==> src/verilog/rv_pkg.sv <==
package rv_pkg;

  // data and address width
  parameter int XLEN       = 32;
  parameter int REG_ADDR_W = 5;

  // major opcodes kept in this core
  typedef enum logic [6:0] {
    OPC_OP     = 7'b0110011,
    OPC_OP_IMM = 7'b0010011,
    OPC_LUI    = 7'b0110111,
    OPC_AUIPC  = 7'b0010111,
    OPC_LOAD   = 7'b0000011,
    OPC_STORE  = 7'b0100011,
    OPC_BRANCH = 7'b1100011,
    OPC_JAL    = 7'b1101111,
    OPC_JALR   = 7'b1100111
  } opcode_e;

  typedef enum logic [3:0] {
    ALU_ADD,
    ALU_SUB,
    ALU_SLL,
    ALU_SLT,
    ALU_SLTU,
    ALU_XOR,
    ALU_SRL,
    ALU_SRA,
    ALU_OR,
    ALU_AND,
    ALU_PASS_B
  } alu_op_e;

  // writeback source
  typedef enum logic [1:0] {
    WB_LOAD = 2'b00,
    WB_ALU  = 2'b01,
    WB_PC4  = 2'b10
  } wb_sel_e;

  typedef enum logic [1:0] {
    FWD_NONE = 2'b00,
    FWD_MEM  = 2'b01,
    FWD_WB   = 2'b10
  } fwd_sel_e;

  typedef enum logic {
    OPA_RS1 = 1'b0,
    OPA_PC  = 1'b1
  } opa_sel_e;

endpackage

==> src/verilog/id_ex_if.sv <==
`timescale 1ns/1ns

// decoded instruction held in the ID/EX register
interface id_ex_if import rv_pkg::*; ();
  logic                  valid;
  logic [XLEN-1:0]       pc;
  logic [REG_ADDR_W-1:0] rs1_addr;
  logic [REG_ADDR_W-1:0] rs2_addr;
  logic [REG_ADDR_W-1:0] rd_addr;
  logic [XLEN-1:0]       rs1_data;
  logic [XLEN-1:0]       rs2_data;
  logic [XLEN-1:0]       imm;
  alu_op_e               alu_op;
  opa_sel_e              opa_sel;
  logic                  use_imm;
  logic                  rd_wren;
  logic                  mem_wren;
  logic                  mem_rden;
  wb_sel_e               wb_sel;
  logic                  is_branch;
  logic [2:0]            funct3;
  logic                  is_jal;
  logic                  is_jalr;

  modport source (
    output valid, pc, rs1_addr, rs2_addr, rd_addr, rs1_data, rs2_data, imm,
           alu_op, opa_sel, use_imm, rd_wren, mem_wren, mem_rden, wb_sel,
           is_branch, funct3, is_jal, is_jalr
  );

  modport sink (
    input valid, pc, rs1_addr, rs2_addr, rd_addr, rs1_data, rs2_data, imm,
          alu_op, opa_sel, use_imm, rd_wren, mem_wren, mem_rden, wb_sel,
          is_branch, funct3, is_jal, is_jalr
  );

  // hazard detection only looks at these
  modport monitor (
    input valid, rs1_addr, rs2_addr, rd_addr, mem_rden
  );
endinterface

==> src/verilog/regfile.sv <==
`timescale 1ns/1ns

module regfile import rv_pkg::*; (
  input  logic                  i_clk,
  input  logic                  i_rst,
  input  logic [REG_ADDR_W-1:0] i_rs1_addr,
  input  logic [REG_ADDR_W-1:0] i_rs2_addr,
  input  logic                  i_wren,
  input  logic [REG_ADDR_W-1:0] i_rd_addr,
  input  logic [XLEN-1:0]       i_rd_data,
  output logic [XLEN-1:0]       o_rs1_data,
  output logic [XLEN-1:0]       o_rs2_data
);

  // x0 has no storage
  logic [XLEN-1:0] regs [1:31];

  always_ff @(posedge i_clk) begin
    if (i_rst) begin
      for (int i = 1; i < 32; i++) begin
        regs[i] <= '0;
      end
    end else if (i_wren && i_rd_addr != '0) begin
      regs[i_rd_addr] <= i_rd_data;
    end
  end

  // same-cycle write is seen by the reader
  assign o_rs1_data = (i_rs1_addr == '0) ? '0 :
                      (i_wren && i_rd_addr == i_rs1_addr) ? i_rd_data : regs[i_rs1_addr];
  assign o_rs2_data = (i_rs2_addr == '0) ? '0 :
                      (i_wren && i_rd_addr == i_rs2_addr) ? i_rd_data : regs[i_rs2_addr];

endmodule

==> src/verilog/fetch_stage.sv <==
`timescale 1ns/1ns

module fetch_stage import rv_pkg::*; #(
  parameter logic [XLEN-1:0] RESET_PC = '0
) (
  input  logic            i_clk,
  input  logic            i_rst,
  input  logic            i_stall,
  input  logic            i_flush,
  input  logic            i_redirect,
  input  logic [XLEN-1:0] i_target,
  input  logic [XLEN-1:0] i_instr,
  output logic [XLEN-1:0] o_pc,
  output logic            o_id_valid,
  output logic [XLEN-1:0] o_id_pc,
  output logic [XLEN-1:0] o_id_instr
);

  logic [XLEN-1:0] pc;

  // redirect wins over the load-use hold
  always_ff @(posedge i_clk) begin
    if (i_rst) begin
      pc <= RESET_PC;
    end else if (i_redirect) begin
      pc <= i_target;
    end else if (!i_stall) begin
      pc <= pc + XLEN'(4);
    end
  end

  // IF/ID valid bit
  always_ff @(posedge i_clk) begin
    if (i_rst || i_flush) begin
      o_id_valid <= 1'b0;
    end else if (!i_stall) begin
      o_id_valid <= 1'b1;
    end
  end

  always_ff @(posedge i_clk) begin
    if (!i_stall) begin
      o_id_pc    <= pc;
      o_id_instr <= i_instr;
    end
  end

  assign o_pc = pc;

endmodule

==> src/verilog/decode_stage.sv <==
`timescale 1ns/1ns

module decode_stage import rv_pkg::*; (
  input  logic                  i_clk,
  input  logic                  i_rst,
  input  logic                  i_valid,
  input  logic [XLEN-1:0]       i_pc,
  input  logic [XLEN-1:0]       i_instr,
  input  logic                  i_bubble,
  input  logic                  i_wb_wren,
  input  logic [REG_ADDR_W-1:0] i_wb_rd,
  input  logic [XLEN-1:0]       i_wb_data,
  id_ex_if.source               ex
);

  logic [XLEN-1:0] rs1_data;
  logic [XLEN-1:0] rs2_data;
  logic [XLEN-1:0] imm;
  logic [2:0]      funct3;
  logic            known;
  alu_op_e         alu_op;
  opa_sel_e        opa_sel;
  wb_sel_e         wb_sel;
  logic            use_imm;
  logic            rd_wren;
  logic            mem_wren;
  logic            mem_rden;
  logic            is_branch;
  logic            is_jal;
  logic            is_jalr;

  // funct7 bit 30 picks sub only for register ops, sra for both
  function automatic alu_op_e alu_from_funct(input logic [2:0] f3, input logic b30,
                                             input logic reg_op);
    case (f3)
      3'b000:  return (reg_op && b30) ? ALU_SUB : ALU_ADD;
      3'b001:  return ALU_SLL;
      3'b010:  return ALU_SLT;
      3'b011:  return ALU_SLTU;
      3'b100:  return ALU_XOR;
      3'b101:  return b30 ? ALU_SRA : ALU_SRL;
      3'b110:  return ALU_OR;
      default: return ALU_AND;
    endcase
  endfunction

  assign funct3 = i_instr[14:12];

  always_comb begin
    known     = 1'b1;
    alu_op    = ALU_ADD;
    opa_sel   = OPA_RS1;
    use_imm   = 1'b1;
    wb_sel    = WB_ALU;
    rd_wren   = 1'b1;
    mem_wren  = 1'b0;
    mem_rden  = 1'b0;
    is_branch = 1'b0;
    is_jal    = 1'b0;
    is_jalr   = 1'b0;
    // I-type by default
    imm       = {{20{i_instr[31]}}, i_instr[31:20]};
    case (opcode_e'(i_instr[6:0]))
      OPC_OP: begin
        use_imm = 1'b0;
        alu_op  = alu_from_funct(funct3, i_instr[30], 1'b1);
      end
      OPC_OP_IMM: alu_op = alu_from_funct(funct3, i_instr[30], 1'b0);
      OPC_LUI: begin
        alu_op = ALU_PASS_B;
        imm    = {i_instr[31:12], 12'b0};
      end
      OPC_AUIPC: begin
        opa_sel = OPA_PC;
        imm     = {i_instr[31:12], 12'b0};
      end
      OPC_LOAD: begin
        mem_rden = 1'b1;
        wb_sel   = WB_LOAD;
      end
      OPC_STORE: begin
        rd_wren  = 1'b0;
        mem_wren = 1'b1;
        imm      = {{20{i_instr[31]}}, i_instr[31:25], i_instr[11:7]};
      end
      OPC_BRANCH: begin
        rd_wren   = 1'b0;
        is_branch = 1'b1;
        imm = {{19{i_instr[31]}}, i_instr[31], i_instr[7], i_instr[30:25], i_instr[11:8], 1'b0};
      end
      OPC_JAL: begin
        is_jal = 1'b1;
        wb_sel = WB_PC4;
        imm = {{11{i_instr[31]}}, i_instr[31], i_instr[19:12], i_instr[20], i_instr[30:21],
               1'b0};
      end
      OPC_JALR: begin
        is_jalr = 1'b1;
        wb_sel  = WB_PC4;
      end
      default: known = 1'b0;
    endcase
  end

  regfile u_regfile (
    .i_clk      (i_clk),
    .i_rst      (i_rst),
    .i_rs1_addr (i_instr[19:15]),
    .i_rs2_addr (i_instr[24:20]),
    .i_wren     (i_wb_wren),
    .i_rd_addr  (i_wb_rd),
    .i_rd_data  (i_wb_data),
    .o_rs1_data (rs1_data),
    .o_rs2_data (rs2_data)
  );

  // ID/EX control, an unknown opcode leaves a bubble
  always_ff @(posedge i_clk) begin
    if (i_rst || i_bubble || !(i_valid && known)) begin
      ex.valid     <= 1'b0;
      ex.rd_wren   <= 1'b0;
      ex.mem_wren  <= 1'b0;
      ex.mem_rden  <= 1'b0;
      ex.is_branch <= 1'b0;
      ex.is_jal    <= 1'b0;
      ex.is_jalr   <= 1'b0;
    end else begin
      ex.valid     <= 1'b1;
      ex.rd_wren   <= rd_wren;
      ex.mem_wren  <= mem_wren;
      ex.mem_rden  <= mem_rden;
      ex.is_branch <= is_branch;
      ex.is_jal    <= is_jal;
      ex.is_jalr   <= is_jalr;
    end
  end

  // ID/EX payload
  always_ff @(posedge i_clk) begin
    ex.pc       <= i_pc;
    ex.rs1_addr <= i_instr[19:15];
    ex.rs2_addr <= i_instr[24:20];
    ex.rd_addr  <= i_instr[11:7];
    ex.rs1_data <= rs1_data;
    ex.rs2_data <= rs2_data;
    ex.imm      <= imm;
    ex.alu_op   <= alu_op;
    ex.opa_sel  <= opa_sel;
    ex.use_imm  <= use_imm;
    ex.wb_sel   <= wb_sel;
    ex.funct3   <= funct3;
  end

endmodule

==> src/verilog/execute_stage.sv <==
`timescale 1ns/1ns

module execute_stage import rv_pkg::*; (
  input  logic                  i_clk,
  input  logic                  i_rst,
  input  fwd_sel_e              i_fwd_a,
  input  fwd_sel_e              i_fwd_b,
  input  logic [XLEN-1:0]       i_dmem_rdata,
  id_ex_if.sink                 ex,
  output logic                  o_redirect,
  output logic [XLEN-1:0]       o_target,
  output logic [XLEN-1:0]       o_dmem_addr,
  output logic [XLEN-1:0]       o_dmem_wdata,
  output logic                  o_dmem_we,
  output logic                  o_mem_rd_wren,
  output logic [REG_ADDR_W-1:0] o_mem_rd,
  output logic                  o_mem_is_load,
  output logic                  o_wb_wren,
  output logic [REG_ADDR_W-1:0] o_wb_rd,
  output logic [XLEN-1:0]       o_wb_data
);

  logic [XLEN-1:0] rs1_v;
  logic [XLEN-1:0] rs2_v;
  logic [XLEN-1:0] opa;
  logic [XLEN-1:0] opb;
  logic [XLEN-1:0] alu_res;
  logic [XLEN-1:0] tgt_sum;
  logic            br_taken;
  logic [XLEN-1:0] mem_result;
  wb_sel_e         mem_wb_sel;
  logic [XLEN-1:0] wb_result;
  logic [XLEN-1:0] wb_ldata;
  wb_sel_e         wb_sel;

  function automatic logic [XLEN-1:0] fwd_mux(input fwd_sel_e sel, input logic [XLEN-1:0] reg_v,
                                              input logic [XLEN-1:0] mem_v,
                                              input logic [XLEN-1:0] wb_v);
    case (sel)
      FWD_MEM: return mem_v;
      FWD_WB:  return wb_v;
      default: return reg_v;
    endcase
  endfunction

  assign rs1_v = fwd_mux(i_fwd_a, ex.rs1_data, mem_result, o_wb_data);
  assign rs2_v = fwd_mux(i_fwd_b, ex.rs2_data, mem_result, o_wb_data);
  assign opa   = (ex.opa_sel == OPA_PC) ? ex.pc : rs1_v;
  assign opb   = ex.use_imm ? ex.imm : rs2_v;

  always_comb begin
    case (ex.alu_op)
      ALU_SUB:    alu_res = opa - opb;
      ALU_SLL:    alu_res = opa << opb[4:0];
      ALU_SLT:    alu_res = XLEN'($signed(opa) < $signed(opb));
      ALU_SLTU:   alu_res = XLEN'(opa < opb);
      ALU_XOR:    alu_res = opa ^ opb;
      ALU_SRL:    alu_res = opa >> opb[4:0];
      ALU_SRA:    alu_res = $unsigned($signed(opa) >>> opb[4:0]);
      ALU_OR:     alu_res = opa | opb;
      ALU_AND:    alu_res = opa & opb;
      ALU_PASS_B: alu_res = opb;
      default:    alu_res = opa + opb;
    endcase
  end

  // branch condition from funct3
  always_comb begin
    case (ex.funct3)
      3'b000:  br_taken = (rs1_v == rs2_v);
      3'b001:  br_taken = (rs1_v != rs2_v);
      3'b100:  br_taken = ($signed(rs1_v) < $signed(rs2_v));
      3'b101:  br_taken = ($signed(rs1_v) >= $signed(rs2_v));
      3'b110:  br_taken = (rs1_v < rs2_v);
      3'b111:  br_taken = (rs1_v >= rs2_v);
      default: br_taken = 1'b0;
    endcase
  end

  // jalr clears bit 0, branch and jal targets are even anyway
  assign tgt_sum    = (ex.is_jalr ? rs1_v : ex.pc) + ex.imm;
  assign o_target   = {tgt_sum[XLEN-1:1], 1'b0};
  assign o_redirect = ex.valid && (ex.is_jal || ex.is_jalr || (ex.is_branch && br_taken));

  // EX/MEM
  always_ff @(posedge i_clk) begin
    if (i_rst) begin
      o_dmem_we     <= 1'b0;
      o_mem_rd_wren <= 1'b0;
      o_mem_is_load <= 1'b0;
    end else begin
      o_dmem_we     <= ex.mem_wren;
      o_mem_rd_wren <= ex.rd_wren;
      o_mem_is_load <= ex.mem_rden;
    end
  end

  always_ff @(posedge i_clk) begin
    mem_result   <= (ex.wb_sel == WB_PC4) ? ex.pc + XLEN'(4) : alu_res;
    o_dmem_wdata <= rs2_v;
    o_mem_rd     <= ex.rd_addr;
    mem_wb_sel   <= ex.wb_sel;
  end

  assign o_dmem_addr = mem_result;

  // MEM/WB
  always_ff @(posedge i_clk) begin
    if (i_rst) begin
      o_wb_wren <= 1'b0;
    end else begin
      o_wb_wren <= o_mem_rd_wren;
    end
  end

  always_ff @(posedge i_clk) begin
    wb_result <= mem_result;
    wb_ldata  <= i_dmem_rdata;
    o_wb_rd   <= o_mem_rd;
    wb_sel    <= mem_wb_sel;
  end

  assign o_wb_data = (wb_sel == WB_LOAD) ? wb_ldata : wb_result;

endmodule

==> src/verilog/hazard_unit.sv <==
`timescale 1ns/1ns

module hazard_unit import rv_pkg::*; (
  id_ex_if.monitor              ex,
  input  logic [XLEN-1:0]       i_id_instr,
  input  logic                  i_id_valid,
  input  logic                  i_redirect,
  input  logic                  i_mem_rd_wren,
  input  logic [REG_ADDR_W-1:0] i_mem_rd,
  input  logic                  i_mem_is_load,
  input  logic                  i_wb_wren,
  input  logic [REG_ADDR_W-1:0] i_wb_rd,
  output logic                  o_stall,
  output logic                  o_flush,
  output logic                  o_bubble,
  output fwd_sel_e              o_fwd_a,
  output fwd_sel_e              o_fwd_b
);

  opcode_e id_opc;
  logic    uses_rs1;
  logic    uses_rs2;
  logic    load_use;

  // memory stage wins, x0 never forwarded
  function automatic fwd_sel_e pick_fwd(input logic [REG_ADDR_W-1:0] rs);
    if (i_mem_rd_wren && !i_mem_is_load && i_mem_rd != '0 && i_mem_rd == rs) begin
      return FWD_MEM;
    end else if (i_wb_wren && i_wb_rd != '0 && i_wb_rd == rs) begin
      return FWD_WB;
    end
    return FWD_NONE;
  endfunction

  assign id_opc   = opcode_e'(i_id_instr[6:0]);
  assign uses_rs1 = !(id_opc inside {OPC_LUI, OPC_AUIPC, OPC_JAL});
  assign uses_rs2 = id_opc inside {OPC_OP, OPC_STORE, OPC_BRANCH};

  // load in execute feeding the instruction in decode
  assign load_use = i_id_valid && ex.valid && ex.mem_rden && ex.rd_addr != '0 &&
                    ((uses_rs1 && ex.rd_addr == i_id_instr[19:15]) ||
                     (uses_rs2 && ex.rd_addr == i_id_instr[24:20]));

  assign o_stall  = load_use;
  assign o_flush  = i_redirect;
  assign o_bubble = load_use || i_redirect;
  assign o_fwd_a  = pick_fwd(ex.rs1_addr);
  assign o_fwd_b  = pick_fwd(ex.rs2_addr);

endmodule

==> src/verilog/pipelined.sv <==
`timescale 1ns/1ns

module pipelined import rv_pkg::*; #(
  parameter logic [XLEN-1:0] RESET_PC = '0
) (
  input  logic            i_clk,
  input  logic            i_rst,
  output logic [XLEN-1:0] o_imem_addr,
  input  logic [XLEN-1:0] i_imem_data,
  output logic [XLEN-1:0] o_dmem_addr,
  output logic [XLEN-1:0] o_dmem_wdata,
  output logic            o_dmem_we,
  input  logic [XLEN-1:0] i_dmem_rdata
);

  logic                  id_valid;
  logic [XLEN-1:0]       id_pc;
  logic [XLEN-1:0]       id_instr;
  logic                  stall;
  logic                  flush;
  logic                  bubble;
  logic                  redirect;
  logic [XLEN-1:0]       target;
  fwd_sel_e              fwd_a;
  fwd_sel_e              fwd_b;
  logic                  mem_rd_wren;
  logic [REG_ADDR_W-1:0] mem_rd;
  logic                  mem_is_load;
  logic                  wb_wren;
  logic [REG_ADDR_W-1:0] wb_rd;
  logic [XLEN-1:0]       wb_data;

  id_ex_if id_ex ();

  fetch_stage #(
    .RESET_PC (RESET_PC)
  ) u_fetch (
    .i_clk      (i_clk),
    .i_rst      (i_rst),
    .i_stall    (stall),
    .i_flush    (flush),
    .i_redirect (redirect),
    .i_target   (target),
    .i_instr    (i_imem_data),
    .o_pc       (o_imem_addr),
    .o_id_valid (id_valid),
    .o_id_pc    (id_pc),
    .o_id_instr (id_instr)
  );

  decode_stage u_decode (
    .i_clk     (i_clk),
    .i_rst     (i_rst),
    .i_valid   (id_valid),
    .i_pc      (id_pc),
    .i_instr   (id_instr),
    .i_bubble  (bubble),
    .i_wb_wren (wb_wren),
    .i_wb_rd   (wb_rd),
    .i_wb_data (wb_data),
    .ex        (id_ex.source)
  );

  execute_stage u_execute (
    .i_clk         (i_clk),
    .i_rst         (i_rst),
    .i_fwd_a       (fwd_a),
    .i_fwd_b       (fwd_b),
    .i_dmem_rdata  (i_dmem_rdata),
    .ex            (id_ex.sink),
    .o_redirect    (redirect),
    .o_target      (target),
    .o_dmem_addr   (o_dmem_addr),
    .o_dmem_wdata  (o_dmem_wdata),
    .o_dmem_we     (o_dmem_we),
    .o_mem_rd_wren (mem_rd_wren),
    .o_mem_rd      (mem_rd),
    .o_mem_is_load (mem_is_load),
    .o_wb_wren     (wb_wren),
    .o_wb_rd       (wb_rd),
    .o_wb_data     (wb_data)
  );

  hazard_unit u_hazard (
    .ex            (id_ex.monitor),
    .i_id_instr    (id_instr),
    .i_id_valid    (id_valid),
    .i_redirect    (redirect),
    .i_mem_rd_wren (mem_rd_wren),
    .i_mem_rd      (mem_rd),
    .i_mem_is_load (mem_is_load),
    .i_wb_wren     (wb_wren),
    .i_wb_rd       (wb_rd),
    .o_stall       (stall),
    .o_flush       (flush),
    .o_bubble      (bubble),
    .o_fwd_a       (fwd_a),
    .o_fwd_b       (fwd_b)
  );

endmodule

==> config.mk <==
export PLATFORM = sky130hd
export DESIGN_NAME = pipelined
export DESIGN_NICKNAME = d
export VERILOG_FILES = /design/src/verilog/rv_pkg.sv /design/src/verilog/id_ex_if.sv /design/src/verilog/regfile.sv /design/src/verilog/fetch_stage.sv /design/src/verilog/decode_stage.sv /design/src/verilog/execute_stage.sv /design/src/verilog/hazard_unit.sv /design/src/verilog/pipelined.sv
export SDC_FILE = /design/constraint.sdc
export NUM_CORES = 2
export LEC_CHECK = 0
export BUFFER_PORTS_ARGS = -buffer_cell sky130_fd_sc_hd__buf_2
export CAP_MARGIN = 0
export CORE_MARGIN = 2
export CORE_UTILIZATION = 45
export DETAILED_ROUTE_END_ITERATION = 7
export HOLD_SLACK_MARGIN = 0.03
export PLACE_DENSITY_LB_ADDON = 0.1
export SLEW_MARGIN = 0
export SYNTH_ARGS = -nofsm -noshare
export SYNTH_HDL_FRONTEND = slang
export SYNTH_SLANG_ARGS = --single-unit
export TNS_END_PERCENT = 10
==> constraint.sdc <==
create_clock -name i_clk -period 4.7 [get_ports i_clk]
set_input_delay 0.235 -clock i_clk [delete_from_list [all_inputs] [get_ports i_clk]]
set_output_delay 0.235 -clock i_clk [all_outputs]
set_load 0.05 [all_outputs]
# [After elaboration in Yosys (flattened, before gate mapping)]
# Memory sizes are Yosys's and may differ from the RTL's. A register that Yosys moved wholly into a read port is not among the register bits.
# Index checks and enable logic that the tools add are counted.
[word_totals] register_bits=404 latch_bits=0 ram_bits=992 rom_bits=0 inputBits=66 out_inout_bits=97 wordCells=194 memories=1
[mem_list] memory="u_decode.u_regfile.regs" depth=31 word_bits=32 rd=2 rd_clocked_by_memory_dff=2 wr=31 line="regfile.sv:16" rtl="logic [XLEN-1:0] regs [1:31];"
[classes] add_sub_neg=5 mul=0 div_mod_pow=0 magnitude_cmp=6 n_eq_ne=46 n_shift=3 mux=50 n_bitwise=3 n_reduce_logical=44
[ops] op="two-way mux 32 bit" n=10
[ops] op="case mux 32 bit (10 select lines)" n=1
[ops] op="< comparator 32 bit" n=4
[ops] op="case mux 32 bit (2 select lines)" n=2
[ops] op="case mux 31 bit (4 select lines)" n=1
[ops] op="adder 32 x 3 -> 32 bit (second input constant)" n=2
[ops] op="adder 32 bit" n=2
[ops] op="greater-or-equal comparator 32 bit" n=2
[ops] op="case mux 4 bit (7 select lines)" n=2
[ops] op="== test 5 bit" n=8
[ops] op="bitwise AND 32 bit" n=1
[ops] op="== test 32 bit" n=1
[ops] op="inequality test 32 bit" n=1
[ops] op="OR 32 bit" n=1
[ops] op="OR reduction 32 bit" n=1
[ops] op="<< shifter 32 x 5 -> 32 bit" n=1
[ops] op="right shift 32 x 5 -> 32 bit" n=1
[ops] op=">>> shifter 32 x 5 -> 32 bit" n=1
[ops] op="subtractor 32 bit" n=1
[ops] op="bitwise XOR 32 bit" n=1
[ops] op="two-way mux 1 bit" n=22
[ops] op="== test 3 bit (second input constant)" n=7
[ops] op="== test 7 x 6 -> 1 bit (second input constant)" n=3
[ops] op="== test 7 bit (second input constant)" n=3
[ops] op="other kinds (26)" n=78

# [Longest topological paths before layout]
[logic_depth] depth_word=17 depth_mapped=24 ltp_nobuf=20

# [Modules after synthesis]
# Synthesis repeated with hierarchy kept, for this count alone.
[hier_totals] hier_cells=6787 area_unflattened_um2=82175.1
[by_module_without_submodules] mod="regfile" instances=1 cells_per_inst=3741 area_each_um2=54725.0 seq_area_each_um2=30749.5
[by_module_without_submodules] mod="execute_stage" instances=1 cells_per_inst=2428 area_each_um2=19197.2 seq_area_each_um2=2922.8
[by_module_without_submodules] mod="decode_stage" instances=1 cells_per_inst=257 area_each_um2=3913.8 seq_area_each_um2=3223.1
[by_module_without_submodules] mod="fetch_stage" instances=1 cells_per_inst=296 area_each_um2=3839.9 seq_area_each_um2=2582.5
[by_module_without_submodules] mod="hazard_unit" instances=1 cells_per_inst=65 area_each_um2=499.2 seq_area_each_um2=0.0

# [Least setup slack after synthesis]
# Ideal clock, no wire load.
[synth_path] path_type="reg-to-reg" startpoint="reg u_execute.o_mem_rd[0]" endpoint="reg u_execute.mem_result[27], in the netlist u_execute.o_dmem_addr[27]" arrival_time_ns=5.065 slack_ns=-0.486 path_stages_with_launch=23 n_path_buf=5 period_less_slack_ns=5.186 cell_sequence="dfxtp_1 xor2_1 nor3_1 and3_1 buf_2 clkbuf_1 clkbuf_1 clkbuf_1 o21ai_0 mux2_2 ha_1 clkbuf_1 or4_1 nor3_1 o21ai_0 a31oi_1 a221o_1 a41oi_1 nor3_1 nor3_1 xnor2_1 o221ai_1 o32a_1"
[synth_between] elab_chain_cells=11 word_cells_on_any_way=30 cone_classes="add/sub: 2; eq/ne: 6; shift: 3; mux: 12; bitwise: 3; reduce/logical: 4"
[synth_rtl] item="start, declared" line="execute_stage.sv:16" rtl="output logic [REG_ADDR_W-1:0] o_mem_rd,"
[synth_rtl] item="start signal, assigned" line="execute_stage.sv:101" rtl="o_mem_rd <= ex.rd_addr;"
[synth_rtl] item="nonzero test 5 bit" line="hazard_unit.sv:27" rtl="if (i_mem_rd_wren && !i_mem_is_load && i_mem_rd != '0 && i_mem_rd == rs) begin"
[synth_rtl] item="logical AND 1 bit" line="hazard_unit.sv:27"
[synth_rtl] item="logical AND 1 bit *" line="hazard_unit.sv:27"
[synth_rtl] item="two-way mux 2 bit / two-way mux 1 bit (equally long branches)" line="hazard_unit.sv:27"
[synth_rtl] item="two-way mux 2 bit *" line="hazard_unit.sv:32" rtl="return FWD_NONE;"
[synth_rtl] item="== test 2 bit / == test 2 x 1 -> 1 bit (equally long branches)" line="execute_stage.sv:39" rtl="case (sel)"
[synth_rtl] item="case mux 32 bit (2 select lines) *" line="execute_stage.sv:39"
[synth_rtl] item="via u_execute.rs2_v[12]" line="execute_stage.sv:24" rtl="logic [XLEN-1:0] rs2_v;"
[synth_rtl] item="two-way mux 32 bit *" line="execute_stage.sv:49" rtl="assign opb = ex.use_imm ? ex.imm : rs2_v;"
[synth_rtl] item="adder 32 bit / subtractor 32 bit (equally long branches)" line="execute_stage.sv:63, execute_stage.sv:53"
[synth_rtl] item="case mux 32 bit (10 select lines) *" line="execute_stage.sv:52" rtl="case (ex.alu_op)"
[synth_rtl] item="two-way mux 32 bit *" line="execute_stage.sv:99" rtl="mem_result <= (ex.wb_sel == WB_PC4) ? ex.pc + XLEN'(4) : alu_res;"
[synth_rtl] item="end signal, assigned" line="execute_stage.sv:99"
[synth_rtl] item="end, declared" line="execute_stage.sv:30" rtl="logic [XLEN-1:0] mem_result;"
# Mark *: on every way through the listed nets, which the timed path passes. The rest lies on a longest branch.
# A chain may end at the register's enable or synchronous reset.

# [Worst setup path in the final report]
[layout_path] startpoint="reg u_execute.o_wb_rd[3]" endpoint="reg u_execute.mem_result[27], in the netlist u_execute.o_dmem_addr[27]"
[layout_between] elab_chain_cells=12 word_cells_on_any_way=30 cone_classes="add/sub: 2; eq/ne: 6; shift: 3; mux: 12; bitwise: 3; reduce/logical: 4"
[layout_rtl] item="start, declared" line="execute_stage.sv:19" rtl="output logic [REG_ADDR_W-1:0] o_wb_rd,"
[layout_rtl] item="start signal, assigned" line="execute_stage.sv:119" rtl="o_wb_rd <= o_mem_rd;"
[layout_rtl] item="nonzero test 5 bit" line="hazard_unit.sv:29" rtl="end else if (i_wb_wren && i_wb_rd != '0 && i_wb_rd == rs) begin"
[layout_rtl] item="logical AND 1 bit (2 in series)" line="hazard_unit.sv:29"
[layout_rtl] item="two-way mux 1 bit" line="hazard_unit.sv:29"
[layout_rtl] item="two-way mux 1 bit" line="hazard_unit.sv:27"
[layout_rtl] item="two-way mux 2 bit" line="hazard_unit.sv:32"
[layout_rtl] item="== test 2 bit / == test 2 x 1 -> 1 bit (equally long branches)" line="execute_stage.sv:39"
[layout_rtl] item="case mux 32 bit (2 select lines)" line="execute_stage.sv:39"
[layout_rtl] item="two-way mux 32 bit, on equally long branches" line="execute_stage.sv:48, execute_stage.sv:49"
[layout_rtl] item="adder 32 bit (tied with other cells)" line="execute_stage.sv:63" rtl="default: alu_res = opa + opb;"
[layout_rtl] item="case mux 32 bit (10 select lines) *" line="execute_stage.sv:52"
[layout_rtl] item="two-way mux 32 bit *" line="execute_stage.sv:99"
# Every way passes the cells marked *; elsewhere a longest branch is shown, timed or not.

==> qor.csv <==
metric,value,unit
outcome,"finished, violations left",
Leakage,36.65,nW
All-Layer GR Usage,0.3616,
predominant post-synthesis flop cell,edfxtp_1,
final setup violation count,64,
DRT met1 WL,123.8,mm
syn avg cell area,12.46,um^2
Worst EP arrival,5.93,ns
# port buffers,161,
sequential-to-total area share from yosys stat,0.5014,
ANT nets after route,0,
Post-synth ARST share,0,
Yosys top cell area share,0.4132,
Tot Pwr,37.16,mW
Synth area leaders,"edfxtp_1, mux4_2, dfxtp_1",
initial antenna violation count,12,
Synth Area in Adders,0.02626,
Startpoint Class,flip-flop,
Num CTS Buffers,161,
Setup Skew,0.04054,ns
Yosys cell types,103,
crit-path max FO,6,
Sw Pwr,12.13,mW
CP max stage cell,a221oi_4,
failing checks,setup timing,
"Hold Vio Cnt, Final",0,
xor and xnor area share after synthesis,0.01839,
I/O pin cnt,163,
cells along the critical path,"buf_6, xor2_4, a211o_1, nor2_4, buf_12, buf_12, buf_8, a21oi_1, buf_4, a221oi_4, inv_2, ha_1, nor2b_1, or4_1, o211ai_1, o211ai_1, a211oi_1, buf_4, o21ai_1, a41oi_1, xnor2_1, nor2_1, o32a_1",
simple-gate area share of the yosys netlist,0.1083,
Mapped Area,78990,um^2
Slew @ Worst Pin,1.196,ns
met3 wire len,26.72,mm
hold crit path type,in -> reg,
fmax,191.3,MHz
routed vias/inst,6.313,
Synth Instances,6342,
DRC,0,
Worst-path clk slew,0.06,ns
mux cell area share after synthesis,0.2243,
Slew Limit Fails,0,
vias in the first global route,59120,
largest net degree at the start of global routing,69,
clock share of power,0.341,
Clk Tree Root Cell,clkbuf_16,
CP max stage delay,0.52,ns
Synthesis Warnings,0,
met2 WL,156.3,mm
Worst Slack Setup Final,-0.5267,ns
critical path type,reg -> reg,
clk_lat worst skew,0.82,ns
Cell Pwr Density,389.3,nW/um^2
hpwl dp,230.2,mm
DR WL/cell,34.20,um
Max IR drop VDD,0.3447,mV
CP endpoint kind,flip-flop,
Comb power frac,0.247,
first-pass GRT wire length,456.9,mm
final net count,7350,
sequential share of power,0.412,
gp weighted congestion,1.062,
die height,423.0,um
FP Rows,153,
htree depth,4,
proportion of layout cells with a drive suffix above 1,0.3218,
fin cells,9584,
Die Wd,423.0,um
Routed WL,327.8,mm
largest family of logic cells by synthesized area,multiplexers,
Initial Util,0.4535,
total core area,174200,um^2
Highest Signal Layer,met5,
Internal,25.03,mW
period utilisation layout,1.112,
initial drt markers,7316,
max_cap viols,0,
clk sinks,1435,
via count,60510,
Inst Count DP,9175,
DRT Pass-1 Iters,6,
CTS tree,done,
minimum clock period,5.227,ns
Area Growth Syn to Fin,20.85,%
Setup TNS,-14.47,ns
Seq cells post-synth,1435,
Sw Share,0.3264,
Max-slew headroom,0.2027,
Post-synth EDFFs,1087,
WP data required,5.41,ns
RSZ-0062 raised after global routing,true,
total gr overflow,0,
Max Root-Sink Buffers,3,
Synth Area in Compound Gates,0.08399,
Die ar.,178900,um^2
cell taking the most area after synthesis,edfxtp_1,
## path summary, 6_finish.rpt
path,start,to,slack [ns],depth (start not counted)
setup / recovery,u_execute.o_wb_rd[3]$_DFF_P_,u_execute.o_dmem_addr[27]$_DFF_P_,-0.53,23
hold / removal,i_dmem_rdata[12],u_execute.wb_ldata[12]$_DFF_P_,0.07,2
setup reg to reg,u_execute.o_wb_rd[3]$_DFF_P_,u_execute.o_dmem_addr[27]$_DFF_P_,-0.53,23
hold reg to reg,u_execute.mem_wb_sel[0]$_DFF_P_,u_execute.wb_sel[0]$_DFF_P_,0.33,0
## registers in the layout, indices dropped and copies added (netlist names), 4 cells and up, named ones only
signal                   cells
u_decode.ex.rs1_addr         5
u_execute.o_wb_rd            5
u_execute.o_mem_rd           5
u_fetch.o_id_instr          32
u_fetch.o_id_pc             31
u_fetch.o_pc                31
u_decode.ex.pc              31
u_decode.ex.alu_op           4
u_decode.ex.imm             32
u_execute.wb_ldata          32
u_decode.ex.rd_addr          5
u_decode.u_regfile.regs   1024
u_execute.wb_result         32
u_decode.ex.rs2_addr         5
u_execute.o_dmem_wdata      32
u_decode.ex.rs2_data        32
u_execute.o_dmem_addr       32
u_decode.ex.rs1_data        32
## power groups by stage
stage	Sequential, mW	Combinational [mW]	Clock (mW)
5_1_grt	15.3	9.58	13.3
3_3_place_gp	15.5	8.77	0
3_5_place_dp	15.5	8.76	0
4_1_cts	15.3	8.94	12.8
2_1_floorplan	15.5	4.33	0
6_report	15.3	9.19	12.7
## final cells by class
class,instances,area [um^2]
diodes,3,7.507
clock buffers,217,4508
clock inverters,82,764.5
fillers,14750,78740
inverters,173,649.4
multi-input cells,4210,37900
flip-flops and latches,1435,39660
well taps,2325,2909
repair buffers,1139,9069
## worst max-delay path, delay by kind of cell (launching register included)
kind	cells	cell delay, ns
AOI/OAI and AO/OA	9	2.43
xor gates and xnor gates	2	0.29
adders and majority gates	1	0.25
buffers and inverters	7	0.93
DFF	1	0.36
and+or+nand+nor	4	0.82
## metal layers
metal	vias up	GRT usage
met2	3305	0.5900
met3	722	0.06264
met4	8	0.1870
met5	-	0
li1	25520	-
met1	30950	0.4641
## cell families after synthesis
group | count (synthesis)
DFF | 1435
muxes | 937
xor gates and xnor gates | 165
and+or+nand+nor | 1976
other | 1
buffers and inverters | 729
adders and majority gates | 164
AOI/OAI and AO/OA | 935
## cells in the mapped netlist (45+ instances only)
library cell     n
a211oi_1       183
a21o_1          45
a21oi_1        178
buf_1           61
clkbuf_1       430
dfxtp_1        348
edfxtp_1      1087
ha_1           161
inv_1          160
mux2_2          63
mux2i_1        197
mux4_2         652
nand2_1        263
nand2b_1        65
nand3_1         58
nand4_1         60
nor2_1        1229
nor2b_1         99
nor3_1          86
o21ai_0        164
xnor2_1         99
xor2_1          65
## metrics by stage
step,hold slack (ns),worst slack (ns),utilization,instance area [um^2]
2_1_floorplan,0.2627,0.007882,-,79250
3_3_place_gp,0.3108,-0.6985,0.5069,88310
3_5_place_dp,0.3136,-0.8540,0.5069,88310
4_1_cts,0.03071,-0.3540,0.5441,94790
5_1_grt,0.04582,-0.6418,0.5480,95460
6_report,0.06928,-0.5267,0.5480,95470
## repair_timing
item / in CTS / in global routing
pin swaps: 13 / 33
buffers inserted: 3 / 16
gates cloned: 0 / 5
hold buffers: 83 / 0
endpoints found under the hold margin: 74 / 0
setup endpoints to repair: 71 / 70
gates resized for setup: 81 / 100
## cell usage in the layout (no fill, tap or decap), types with 83 or more instances in the layout
master,n
nor2_1,1221
buf_2,161
inv_1,157
edfxtp_1,1087
dlygate4sd3_1,83
o21ai_0,129
mux4_2,652
nand2_1,227
buf_4,829
a211oi_1,174
xnor2_1,97
ha_1,148
dfxtp_1,332
nor2b_1,98
a21oi_1,168
mux2i_1,168
clkbuf_16,172
Power figures use the tool's default switching activity.
